File: src/common/frontend_defines.svh
`ifndef FRONTEND_DEFINES_SVH
`define FRONTEND_DEFINES_SVH

// Superscalar width, also the number of words per fetch line
`define NUM_SUPER 2

`define FB_DEPTH 8

`define XLEN 64
`define INST_W 32

// Memory bus field widths
`define BUS_CMD_W 2
`define MEM_TAG_W 4

// Alpha call_pal halt
`define HALT_INST 32'h0000_0555

// Reserved opcodes, instruction bits 31:26
`define ILLEGAL_OPC_LO 6'h01
`define ILLEGAL_OPC_HI 6'h07

`endif
File: src/common/inst_pkg.sv
`default_nettype none

`include "frontend_defines.svh"

package inst_pkg;

  // One queued instruction, 96 bits
  typedef struct packed {
    logic [`XLEN-1:0]   pc;
    logic [`INST_W-1:0] inst;
  } inst_entry_t;

  typedef enum logic [1:0] {
    NO_ERROR          = 2'h0,
    HALTED_ON_HALT    = 2'h1,
    HALTED_ON_ILLEGAL = 2'h2
  } error_code_t;

endpackage

`default_nettype wire

File: src/common/bus_pkg.sv
`default_nettype none

`include "frontend_defines.svh"

package bus_pkg;

  typedef enum logic [`BUS_CMD_W-1:0] {
    BUS_NONE  = 2'h0,
    BUS_LOAD  = 2'h1,
    BUS_STORE = 2'h2
  } bus_cmd_t;

  // 0 = no transaction
  typedef logic [`MEM_TAG_W-1:0] mem_tag_t;

endpackage

`default_nettype wire

File: src/source/frontend_top.sv
`timescale 1ns/1ps
`default_nettype none

`include "frontend_defines.svh"

module frontend_top
  import bus_pkg::*;
  import inst_pkg::*;
(
  input  logic                                clock,
  input  logic                                arst_n,
  input  logic                                rob_ready,
  input  logic                                rs_ready,
  input  logic                                fl_ready,
  input  logic                                rollback_en,
  input  logic [`XLEN-1:0]                    rollback_pc,
  input  bus_cmd_t                            dmem_command,
  input  logic [`XLEN-1:0]                    dmem_addr,
  input  logic [`XLEN-1:0]                    dmem_data,
  input  mem_tag_t                            mem2proc_response,
  input  logic [`XLEN-1:0]                    mem2proc_data,
  input  mem_tag_t                            mem2proc_tag,
  output bus_cmd_t                            proc2mem_command,
  output logic [`XLEN-1:0]                    proc2mem_addr,
  output logic [`XLEN-1:0]                    proc2mem_data,
  output mem_tag_t                            dmem_response,
  output logic [`NUM_SUPER-1:0]               disp_valid,
  output logic [`NUM_SUPER-1:0][`XLEN-1:0]    disp_pc,
  output logic [`NUM_SUPER-1:0][`INST_W-1:0]  disp_inst,
  output logic [3:0]                          completed_insts,
  output error_code_t                         error_status,
  output logic                                stop_cycle
);

  logic [`NUM_SUPER-1:0]        wr_valid;
  inst_entry_t [`NUM_SUPER-1:0] wr_entry;
  logic                         fetch_room;
  logic [`NUM_SUPER-1:0]        head_valid;
  inst_entry_t [`NUM_SUPER-1:0] head_entry;
  logic [`NUM_SUPER-1:0]        pop;

  fetch_unit fetch_unit_i (
    .clock             (clock),
    .arst_n            (arst_n),
    .rollback_en       (rollback_en),
    .rollback_pc       (rollback_pc),
    .stop_cycle        (stop_cycle),
    .fetch_room        (fetch_room),
    .dmem_command      (dmem_command),
    .dmem_addr         (dmem_addr),
    .dmem_data         (dmem_data),
    .mem2proc_response (mem2proc_response),
    .mem2proc_data     (mem2proc_data),
    .mem2proc_tag      (mem2proc_tag),
    .proc2mem_command  (proc2mem_command),
    .proc2mem_addr     (proc2mem_addr),
    .proc2mem_data     (proc2mem_data),
    .dmem_response     (dmem_response),
    .wr_valid          (wr_valid),
    .wr_entry          (wr_entry)
  );

  fetch_buffer fetch_buffer_i (
    .clock      (clock),
    .arst_n     (arst_n),
    .flush      (rollback_en),  // whole queue goes on rollback
    .wr_valid   (wr_valid),
    .wr_entry   (wr_entry),
    .pop        (pop),
    .head_valid (head_valid),
    .head_entry (head_entry),
    .fetch_room (fetch_room)
  );

  dispatch_stage dispatch_stage_i (
    .clock           (clock),
    .arst_n          (arst_n),
    .rob_ready       (rob_ready),
    .rs_ready        (rs_ready),
    .fl_ready        (fl_ready),
    .rollback_en     (rollback_en),
    .head_valid      (head_valid),
    .head_entry      (head_entry),
    .pop             (pop),
    .disp_valid      (disp_valid),
    .disp_pc         (disp_pc),
    .disp_inst       (disp_inst),
    .completed_insts (completed_insts),
    .error_status    (error_status),
    .stop_cycle      (stop_cycle)
  );

endmodule

`default_nettype wire

File: src/source/dispatch_stage.sv
`timescale 1ns/1ps
`default_nettype none

`include "frontend_defines.svh"

module dispatch_stage
  import inst_pkg::*;
(
  input  logic                                  clock,
  input  logic                                  arst_n,
  input  logic                                  rob_ready,
  input  logic                                  rs_ready,
  input  logic                                  fl_ready,
  input  logic                                  rollback_en,
  input  logic [`NUM_SUPER-1:0]                 head_valid,
  input  inst_entry_t [`NUM_SUPER-1:0]          head_entry,
  output logic [`NUM_SUPER-1:0]                 pop,
  output logic [`NUM_SUPER-1:0]                 disp_valid,
  output logic [`NUM_SUPER-1:0][`XLEN-1:0]      disp_pc,
  output logic [`NUM_SUPER-1:0][`INST_W-1:0]    disp_inst,
  output logic [3:0]                            completed_insts,
  output error_code_t                           error_status,
  output logic                                  stop_cycle
);

  logic [`NUM_SUPER-1:0] is_halt;
  logic [`NUM_SUPER-1:0] is_illegal;
  logic [5:0]            opc [`NUM_SUPER];
  logic                  blocked;
  logic [3:0]            pop_cnt;
  error_code_t           nxt_err;

  always_comb begin
    for (int i = 0; i < `NUM_SUPER; i++) begin
      opc[i]        = head_entry[i].inst[31:26];
      is_halt[i]    = (head_entry[i].inst == `HALT_INST);
      is_illegal[i] = (opc[i] >= `ILLEGAL_OPC_LO) && (opc[i] <= `ILLEGAL_OPC_HI);
    end
  end

  // Slot 0 first, nothing past a halt or illegal word
  always_comb begin
    blocked = !(rob_ready && rs_ready && fl_ready) || rollback_en || stop_cycle;
    pop_cnt = '0;
    nxt_err = NO_ERROR;
    for (int i = 0; i < `NUM_SUPER; i++) begin
      pop[i] = head_valid[i] && !blocked;
      if (pop[i]) begin
        pop_cnt = pop_cnt + 4'd1;
        if (is_halt[i])
          nxt_err = HALTED_ON_HALT;
        else if (is_illegal[i])
          nxt_err = HALTED_ON_ILLEGAL;
      end
      if (!pop[i] || is_halt[i] || is_illegal[i])
        blocked = 1'b1;
    end
  end

  always_ff @(posedge clock or negedge arst_n) begin
    if (!arst_n) begin
      disp_valid      <= '0;
      completed_insts <= '0;
      error_status    <= NO_ERROR;
      stop_cycle      <= 1'b0;
    end else begin
      disp_valid      <= pop;
      completed_insts <= pop_cnt;
      if (nxt_err != NO_ERROR) begin  // sticky until reset
        error_status <= nxt_err;
        stop_cycle   <= 1'b1;
      end
    end
  end

  always_ff @(posedge clock) begin
    for (int i = 0; i < `NUM_SUPER; i++) begin
      disp_pc[i]   <= head_entry[i].pc;
      disp_inst[i] <= head_entry[i].inst;
    end
  end

endmodule

`default_nettype wire

File: src/source/fetch_buffer.sv
`timescale 1ns/1ps
`default_nettype none

`include "frontend_defines.svh"

module fetch_buffer
  import inst_pkg::*;
(
  input  logic                          clock,
  input  logic                          arst_n,
  input  logic                          flush,
  input  logic [`NUM_SUPER-1:0]         wr_valid,
  input  inst_entry_t [`NUM_SUPER-1:0]  wr_entry,
  input  logic [`NUM_SUPER-1:0]         pop,
  output logic [`NUM_SUPER-1:0]         head_valid,
  output inst_entry_t [`NUM_SUPER-1:0]  head_entry,
  output logic                          fetch_room
);

  localparam int PTR_W = $clog2(`FB_DEPTH);
  localparam int CNT_W = $clog2(`FB_DEPTH + 1);

  inst_entry_t             mem [`FB_DEPTH];
  logic [PTR_W-1:0]        head;
  logic [PTR_W-1:0]        tail;
  logic [CNT_W-1:0]        count;
  logic [CNT_W-1:0]        n_wr;
  logic [CNT_W-1:0]        n_pop;
  logic [`NUM_SUPER-1:0][PTR_W-1:0] wr_addr;

  // Valid slots are packed in order starting at tail
  always_comb begin
    n_wr = '0;
    for (int i = 0; i < `NUM_SUPER; i++) begin
      wr_addr[i] = tail + n_wr[PTR_W-1:0];
      n_wr       = n_wr + CNT_W'(wr_valid[i]);
    end
  end

  always_comb begin
    n_pop = '0;
    for (int i = 0; i < `NUM_SUPER; i++) begin
      n_pop = n_pop + CNT_W'(pop[i]);
    end
  end

  always_comb begin
    for (int i = 0; i < `NUM_SUPER; i++) begin
      head_valid[i] = (count > CNT_W'(i));
      head_entry[i] = mem[head + PTR_W'(i)];
    end
  end

  assign fetch_room = (CNT_W'(`FB_DEPTH) - count) >= CNT_W'(`NUM_SUPER);

  always_ff @(posedge clock) begin
    for (int i = 0; i < `NUM_SUPER; i++) begin
      if (wr_valid[i])
        mem[wr_addr[i]] <= wr_entry[i];
    end
  end

  always_ff @(posedge clock or negedge arst_n) begin
    if (!arst_n) begin
      head  <= '0;
      tail  <= '0;
      count <= '0;
    end else if (flush) begin  // wins over same-cycle writes
      head  <= '0;
      tail  <= '0;
      count <= '0;
    end else begin
      head  <= head + n_pop[PTR_W-1:0];
      tail  <= tail + n_wr[PTR_W-1:0];
      count <= count + n_wr - n_pop;
    end
  end

endmodule

`default_nettype wire

File: src/fetch/fetch_unit.sv
`timescale 1ns/1ps
`default_nettype none

`include "frontend_defines.svh"

module fetch_unit
  import bus_pkg::*;
  import inst_pkg::*;
(
  input  logic                          clock,
  input  logic                          arst_n,
  input  logic                          rollback_en,
  input  logic [`XLEN-1:0]              rollback_pc,
  input  logic                          stop_cycle,
  input  logic                          fetch_room,
  input  bus_cmd_t                      dmem_command,
  input  logic [`XLEN-1:0]              dmem_addr,
  input  logic [`XLEN-1:0]              dmem_data,
  input  mem_tag_t                      mem2proc_response,
  input  logic [`XLEN-1:0]              mem2proc_data,
  input  mem_tag_t                      mem2proc_tag,
  output bus_cmd_t                      proc2mem_command,
  output logic [`XLEN-1:0]              proc2mem_addr,
  output logic [`XLEN-1:0]              proc2mem_data,
  output mem_tag_t                      dmem_response,
  output logic [`NUM_SUPER-1:0]         wr_valid,
  output inst_entry_t [`NUM_SUPER-1:0]  wr_entry
);

  logic [`XLEN-1:0] fetch_pc;
  logic [`XLEN-1:0] line_pc;
  logic [`XLEN-1:0] next_line_pc;
  mem_tag_t         pend_tag;
  mem_tag_t         imem_response;
  logic             dmem_active;
  logic             busy;
  logic             fetch_req;
  logic             line_done;

  assign dmem_active = (dmem_command != BUS_NONE);
  assign busy        = (pend_tag != '0);

  // Data side owns the bus whenever it asks
  assign fetch_req = !busy && fetch_room && !dmem_active && !stop_cycle && !rollback_en;

  assign line_pc      = {fetch_pc[`XLEN-1:3], 3'b000};
  assign next_line_pc = line_pc + `XLEN'd8;

  assign proc2mem_command = dmem_active ? dmem_command :
                            fetch_req   ? BUS_LOAD     : BUS_NONE;
  assign proc2mem_addr    = dmem_active ? dmem_addr : line_pc;
  assign proc2mem_data    = dmem_active ? dmem_data : '0;

  assign dmem_response = dmem_active ? mem2proc_response : '0;
  assign imem_response = dmem_active ? '0 : mem2proc_response;

  // Late data after a rollback never matches, pend_tag is cleared
  assign line_done = busy && (mem2proc_tag == pend_tag) && !rollback_en;

  // Split the line, lower word first
  always_comb begin
    for (int i = 0; i < `NUM_SUPER; i++) begin
      wr_entry[i].pc   = line_pc + `XLEN'(4 * i);
      wr_entry[i].inst = mem2proc_data[i*`INST_W +: `INST_W];
      wr_valid[i]      = line_done && (i >= int'(fetch_pc[2]));
    end
  end

  always_ff @(posedge clock or negedge arst_n) begin
    if (!arst_n) begin
      fetch_pc <= '0;
      pend_tag <= '0;
    end else if (rollback_en) begin
      fetch_pc <= rollback_pc;
      pend_tag <= '0;
    end else if (line_done) begin
      fetch_pc <= next_line_pc;
      pend_tag <= '0;
    end else if (fetch_req) begin
      pend_tag <= imem_response;  // 0 if refused, retried next cycle
    end
  end

endmodule

`default_nettype wire

File: config.mk
export PLATFORM = sky130hd
export DESIGN_NAME = frontend_top
export DESIGN_NICKNAME = d
export VERILOG_FILES = /design/src/common/inst_pkg.sv /design/src/common/bus_pkg.sv /design/src/source/frontend_top.sv /design/src/source/dispatch_stage.sv /design/src/source/fetch_buffer.sv /design/src/fetch/fetch_unit.sv
export VERILOG_INCLUDE_DIRS = /design/src /design/src/common
export SDC_FILE = /design/constraint.sdc
export NUM_CORES = 2
export LEC_CHECK = 0
export ABC_AREA = 1
export BUFFER_PORTS_ARGS = -buffer_cell sky130_fd_sc_hd__buf_2
export CAP_MARGIN = 30
export CELL_PAD_IN_SITES_DETAIL_PLACEMENT = 1
export CELL_PAD_IN_SITES_GLOBAL_PLACEMENT = 1
export CORE_ASPECT_RATIO = 1.2
export CORE_MARGIN = 2
export CORE_UTILIZATION = 44
export CTS_CLUSTER_DIAMETER = 120
export DETAILED_ROUTE_END_ITERATION = 8
export PLACE_DENSITY_LB_ADDON = 0.1
export RECOVER_POWER = 50
export SLEW_MARGIN = 20
export SYNTH_ARGS = -nofsm -noshare
export SYNTH_HDL_FRONTEND = slang
export SYNTH_HIERARCHICAL = 1
export SYNTH_SLANG_ARGS = --single-unit
File: constraint.sdc
create_clock -name clock -period 13 [get_ports clock]
set_input_delay 0.65 -clock clock [delete_from_list [all_inputs] [get_ports clock]]
set_output_delay 0.65 -clock clock [all_outputs]
set_load 0.01 [all_outputs]
# --- Yosys cells after proc, flatten, opt, wreduce, memory -nomap -nowiden ---
# Memory sizes are Yosys's and may differ from the RTL's.
# Index checks and enable logic that the tools add are counted.
classes:
  n_reduce_logical: 30
  order_cmp: 8
  n_addsub: 12
  n_eq_ne: 3
  n_mux: 27
ops:
  columns: ["cell", "count"]
  rows:
  - ["$mux W64", 4]
  - ["$add A64 B3 Y64 const B", 1]
  - ["$add A64 B4 Y64 const B", 1]
  - ["$eq A32 B11 Y1 const B", 2]
  - ["$mux W4", 7]
  - ["$mux W2", 7]
  - ["$logic_and A1 B1 Y1", 13]
  - ["$ge A6 B1 Y1 const B", 2]
  - ["$le A6 B3 Y1 const B", 2]
  - ["$gt A4 B1 Y1 const B", 2]
  - ["$logic_not A1 Y1", 8]
  - ["$mux W1", 7]
  - ["$add A3 B3 Y3", 2]
  - ["$mux W3", 2]
  - ["$reduce_bool A2 Y1", 3]
  - ["$add A1 B1 Y2", 2]
  - ["$add A4 B4 Y4", 1]
  - ["$eq A4 B4 Y1", 1]
  - ["$ge A4 B2 Y1 const B", 1]
  - ["$logic_or A1 B1 Y1", 4]
  - ["$reduce_bool A4 Y1", 1]
  - ["$sub A4 B4 Y4", 1]
  - ["$sub A4 B4 Y4 const A", 1]
  - ["$add A3 B1 Y3", 1]
  - ["4 further kinds", 4]
totals:
  elab_cells: 94
  memories: 1
  ram_bits: 768
  regBits: 279
  inputBits: 272
mem_list:
  columns: ["name", "words", "word_bits", "read_ports", "rd_clocked_by_memory_dff", "write_ports", "line", "source"]
  rows:
  - ["fetch_buffer_i.mem", 8, 96, 2, 0, 2, "fetch_buffer.sv:23", "inst_entry_t mem [`FB_DEPTH];"]

# --- Longest topological paths before layout ---
depth:
  depth_word: 16
  depth_mapped: 25
  mapped_depth_nobuf: 21

# --- Cells and area by module ---
# Netlist, hierarchy kept.
modules_own_cells:
  columns: ["module", "cells_per_inst", "area_each_um2", "n_inst", "seq_area_each_um2"]
  rows:
  - ["fetch_buffer", 8045, 54474.7, 1, 23312.4]
  - ["fetch_unit", 1347, 7933.9, 1, 1651.6]
  - ["dispatch_stage", 325, 4558.1, 1, 4018.9]

# --- Worst setup path before layout ---
# OpenSTA, ideal clock, no wires.
synth_timing:
  path_kind: "in2reg"
  start: "input port mem2proc_tag[2]"
  end: "memory fetch_buffer_i/mem[3][0] (netlist name) (enable)"
  required_time_ns: 12.317
  path_stages: 8
  arrival_ns: 8.548
  path_slack_ns: 3.769
  n_path_buf: 2
  cell_sequence: "xor2_1 -> nor2_1 -> nand3_2 -> buf_4 -> buf_4 -> nor3_1 -> nand2_1 -> o21ai_0"
synth_rtl:
  columns: ["element", "line", "source"]
  rows:
  - ["start: declaration", "frontend_top.sv:22", "input mem_tag_t mem2proc_tag,"]
  - ["end: declaration", "fetch_buffer.sv:23", null]

==> results summary <==
The area overhead of the layout relative to synthesis is 8.09%. The routed design has 275 mm of wire. For this run, design rule violations remaining after detail routing come to 0.

The horizontal extent of the die is 360 um. The fraction of met3 tracks used by global routing came out at 4.26%. The residual antenna-violating net count after detailed routing came out at 0. In this run the worst path has a maximum fanout of 56. The final hold slack is 0.0927 ns.

The worst-margin pin slew came out at roughly 4.3 ns. The path with the worst hold slack has its endpoint at fetch_unit_i/fetch_pc[23]. The cell count of the worst reg-to-reg path is 14.

The post-layout net count is between 9000 and 10000. The critical path in this run is classified as reg2reg. The first global-routing pass estimated 410 mm of wire. The instance count after placement with tap cells included came out at approximately 11000. The setup slack on the worst flop-to-flop path came out at between 3 and 4 ns. Leaving out fill and tap cells, the most frequent cell in the layout is sky130_fd_sc_hd__nand2_1. During synthesis, Yosys emitted a total of 6 warnings. In the final layout, flip-flops and latches occupy 0.0290 mm2. The total grt overflow is 0.

The number of global-route vias before repair came out at 68100. The count of final setup violators came out at 0. The maximum number of pins on one net before global-route repair came out at 198. The finished layout cell area came out at 0.0724 mm2.

The final reports fail on capacitance limit, slew limit. Dividing total power by cell area gives a power density of 119 mW/mm2. The post-cts gate resize count is 0. The top-level I/O count is between 600 and 700. The initial core utilization came out at 44.4%. In this run the number of H-tree levels came out at 3. The floorplan has 156 rows. After routing, the total negative slack on setup checks comes to 0 ns. The number of max-slew violations in the final report was 1165. Summed over all instances, the cell type with the most area after synthesis is sky130_fd_sc_hd__edfxtp_1. The placeable core area is 0.151 mm2.

The worst setup path is captured at a flip-flop. The cell family contributing the most delay on the critical path is buffers and inverters. The first-pass iteration count of the detailed router came out at 5.

The count of port buffers added during placement is about 600. The analysis attributes to cell leakage a power of 35.5 nW. The clock latency reported for the late side of the worst-skew pair came out at 0.78 ns. Based on the critical path, the design can be clocked at up to 106 MHz.

The flop and latch count out of synthesis came out at approximately 1000. After synthesis, the largest area contributor takes up 34.4% of total cell area. The data arrival time of the critical path came out at 9.82 ns.

The number of cells on the worst hold path is 3. The final critical path takes up 72.7% of the cycle. The height of the die came out at 431 um. The die covers 0.155 mm2.

The clock root buffer is sky130_fd_sc_hd__clkbuf_16. The global-route track usage on met1 came out at 41.4%. Yosys mapped a number of flops with a built-in enable equal to 768. The sequential share of the synthesized area came out at about 43%. The clock transition time at the flip-flop clock pins of the worst setup and hold paths came out at 0.06 ns. The post-detailed-route wirelength per cell came out at 23.7 um. After clock tree synthesis, the flow added hold-fix buffers numbering 1. The cell occurring most often along the worst timing path is sky130_fd_sc_hd__clkbuf_1. The met2 capacity usage during global routing came out at 60.7%. The share of cells above drive strength 1 came out at 6.66%. The worst-case IR drop observed on VDD is roughly 0.10 mV. The average via count per standard cell is roughly 5.7. The tightest min-delay check is of the in2reg type. The number of clock buffers added by TritonCTS is 120.

Across every metal layer, demand over resource in global routing totals 34.6%. The worst-case headroom to the max-slew limit is -187%. On the final layout, the worst clock skew is approximately 0.037 ns. The cell at the slowest stage of the critical path is sky130_fd_sc_hd__clkbuf_1. The critical hold path startpoint is rollback_pc[23].

The total number of clock tree sinks is 1043. The number of fill cells is 19300. The number of antenna violations at the first check in global routing was 37. The placed wire-length estimate came out at 161 mm. The shortest period the worst path allows is 9.45 ns. The delay of the slowest critical-path stage is 2.37 ns. The DRC violation total after the first TritonRoute iteration is 4852. Of all flip-flops after synthesis, the portion carrying an async set or reset was 7.96%.

For this run, the number of standard cells in the final layout without fillers is 11600. Across the run, the number of max-cap violations was 27. The mapped cell area is 0.0670 mm2. The cell area reported after detailed placement is 0.0683 mm2. The number of vias in the routed layout came out at roughly 66000. The count of endpoints failing hold in the final timing report came out at 0. The worst register-to-register path begins at fetch_unit_i/pend_tag[0]. The total stage count of the critical path is 14. The startpoint kind of the worst setup timing path is a flip-flop. The number of buffers added for setup after CTS came out at 0. The flip-flop cell with the highest count after synthesis is sky130_fd_sc_hd__edfxtp_1. The fraction of the core area covered by cells at the end of the flow is 48.0%.

Routability-driven placement finished with a final weighted congestion of 0.916. At the worst endpoint, the required time is ~13 ns. Averaged over all synthesized cells, the footprint is 6.89 um2. In the layout the commonest cells are sky130_fd_sc_hd__nand2_1 (4426), sky130_fd_sc_hd__inv_1 (999), sky130_fd_sc_hd__nand3_1 (890). The total buffers and inverters traversed by the critical path is 6.

The maximum buffer depth of the clock tree is 3. The post-synthesis cell count came out at about 10000. The CTS tree is built.

Walking the worst path, the cells encountered are inv_1 > nand2_1 > nand2_1 > a21oi_1 > nand3_2 > clkbuf_1 > nor2_1 > clkbuf_1 > inv_1 > nor2_1 > clkbuf_1 > nand3_4 > o21ai_0 > buf_4. Setup repair after global routing left no endpoint under its margin. In this run the most used layer during global routing was met2.

The total area of multi-input combinational cells came out at 0.0289 mm2. The flow ran to the end, but the final reports show violations. In the post-synthesis netlist, the biggest area contributors are sky130_fd_sc_hd__edfxtp_1 (34%), sky130_fd_sc_hd__nand2_1 (25%), sky130_fd_sc_hd__nand4_1 (7.3%). The number of distinct library cell variants in the gate-level netlist after synthesis came out at 40. The worst register-to-register path ends at fetch_buffer_i/mem[0][39].
worst register-to-register path, delay by kind of cell (launching register included):
kind	cells	cell delay, ns
flip-flops	1	0.39
buffers and inverters	6	5.63
AO/OA/AOI/OAI	2	1.44
AND/OR/NAND/NOR	6	1.51
worst max-delay path by stage:
| stage | from | to | slack [ns] |
|---|---|---|---|
| after global routing | fetch_unit_i/pend_tag[0] | fetch_buffer_i/mem[0][53] | 3.24 |
| after floorplan | mem2proc_tag[2] | fetch_buffer_i/mem[3][0] | 3.77 |
| after CTS | fetch_unit_i/pend_tag[0] | fetch_buffer_i/mem[5][92] | 6.46 |
| final | fetch_unit_i/pend_tag[0] | fetch_buffer_i/mem[0][39] | 3.55 |
| after detailed placement | mem2proc_tag[0] | fetch_buffer_i/mem[5][20] | 6.17 |
| after global placement | mem2proc_tag[0] | fetch_buffer_i/mem[5][20] | 5.70 |
stage by stage:
step | worst slack, ns | total power [mW]
2_1_floorplan | 3.77 | 4.68
3_3_place_gp | 5.70 | 4.97
3_5_place_dp | 6.17 | 5.03
4_1_cts | 6.46 | 8.62
5_1_grt | 3.24 | 8.88
6_report | 3.55 | 8.59
flip-flops by register name, summed over array words and instances (netlist names):
register	count
dispatch_stage_i/disp_valid	2
dispatch_stage_i/completed_insts	2
fetch_buffer_i/count	4
fetch_unit_i/fetch_pc	62
dispatch_stage_i/error_status	2
fetch_buffer_i/mem	768
dispatch_stage_i/stop_cycle	1
fetch_buffer_i/tail	3
dispatch_stage_i/disp_pc	128
dispatch_stage_i/disp_inst	64
fetch_buffer_i/head	3
fetch_unit_i/pend_tag	4
cell usage after synthesis, types with 2 or more instances:
cell and number:
sky130_fd_sc_hd__nand2_1 4425, sky130_fd_sc_hd__inv_1 999, sky130_fd_sc_hd__nand3_1 889, sky130_fd_sc_hd__nand4_1 780
sky130_fd_sc_hd__edfxtp_1 768, sky130_fd_sc_hd__buf_2 376, sky130_fd_sc_hd__nor2_1 284, sky130_fd_sc_hd__clkbuf_1 270
sky130_fd_sc_hd__buf_4 230, sky130_fd_sc_hd__dfxtp_1 192, sky130_fd_sc_hd__buf_1 124, sky130_fd_sc_hd__dfrtp_1 83
sky130_fd_sc_hd__a21oi_1 58, sky130_fd_sc_hd__clkbuf_2 57, sky130_fd_sc_hd__o21ai_0 26, sky130_fd_sc_hd__xor2_1 24
sky130_fd_sc_hd__ha_1 18, sky130_fd_sc_hd__mux2_2 13, sky130_fd_sc_hd__nand3_2 12, sky130_fd_sc_hd__o21ai_1 12
sky130_fd_sc_hd__nand2_2 10, sky130_fd_sc_hd__nor2_4 9, sky130_fd_sc_hd__nor2_2 8, sky130_fd_sc_hd__inv_2 7
sky130_fd_sc_hd__nand2_4 7, sky130_fd_sc_hd__clkinv_1 6, sky130_fd_sc_hd__xnor2_1 5, sky130_fd_sc_hd__buf_6 4
sky130_fd_sc_hd__fa_1 4, sky130_fd_sc_hd__conb_1 3, sky130_fd_sc_hd__nand3b_1 3, sky130_fd_sc_hd__nor2_8 2
sky130_fd_sc_hd__nor3_1 2
cells by family after synthesis:
group	count (synthesis)	share of synthesized area, %
adders and majority gates	22	0.456
other	3	0.0168
muxes	13	0.219
xor gates and xnor gates	30	0.420
DFF	1043	43.3
AOI/OAI and AO/OA	99	0.753
and+or+nand+nor	6434	41.1
buffers and inverters	2073	13.8
cell type report:
| cell class | count | area share (%) |
|---|---|---|
| timing repair buffer | 731 | 5.50 |
| antenna | 21 | 0.0726 |
| multi-input combinational | 6606 | 39.9 |
| sequential | 1043 | 40.1 |
| clock inverter | 33 | 0.436 |
| clock buffer | 196 | 5.34 |
| tap | 1975 | 3.41 |
| inverter | 1012 | 5.30 |
power breakdown:
part           internal, mW  total [mW]  switching, mW
Sequential             3.69        3.90          0.204
Combinational         0.344        1.08          0.738
Clock                  2.12        3.61           1.49
per-layer routing:
layer,up-vias,wire length (um),share of wire [%]
li1,30300,-,-
met1,32700,106000,39
met2,2590,134000,49
met3,711,19300,7.0
met4,8,14900,5.4
met5,-,52,0.019
No activity file was read; power rests on OpenSTA's default activity.
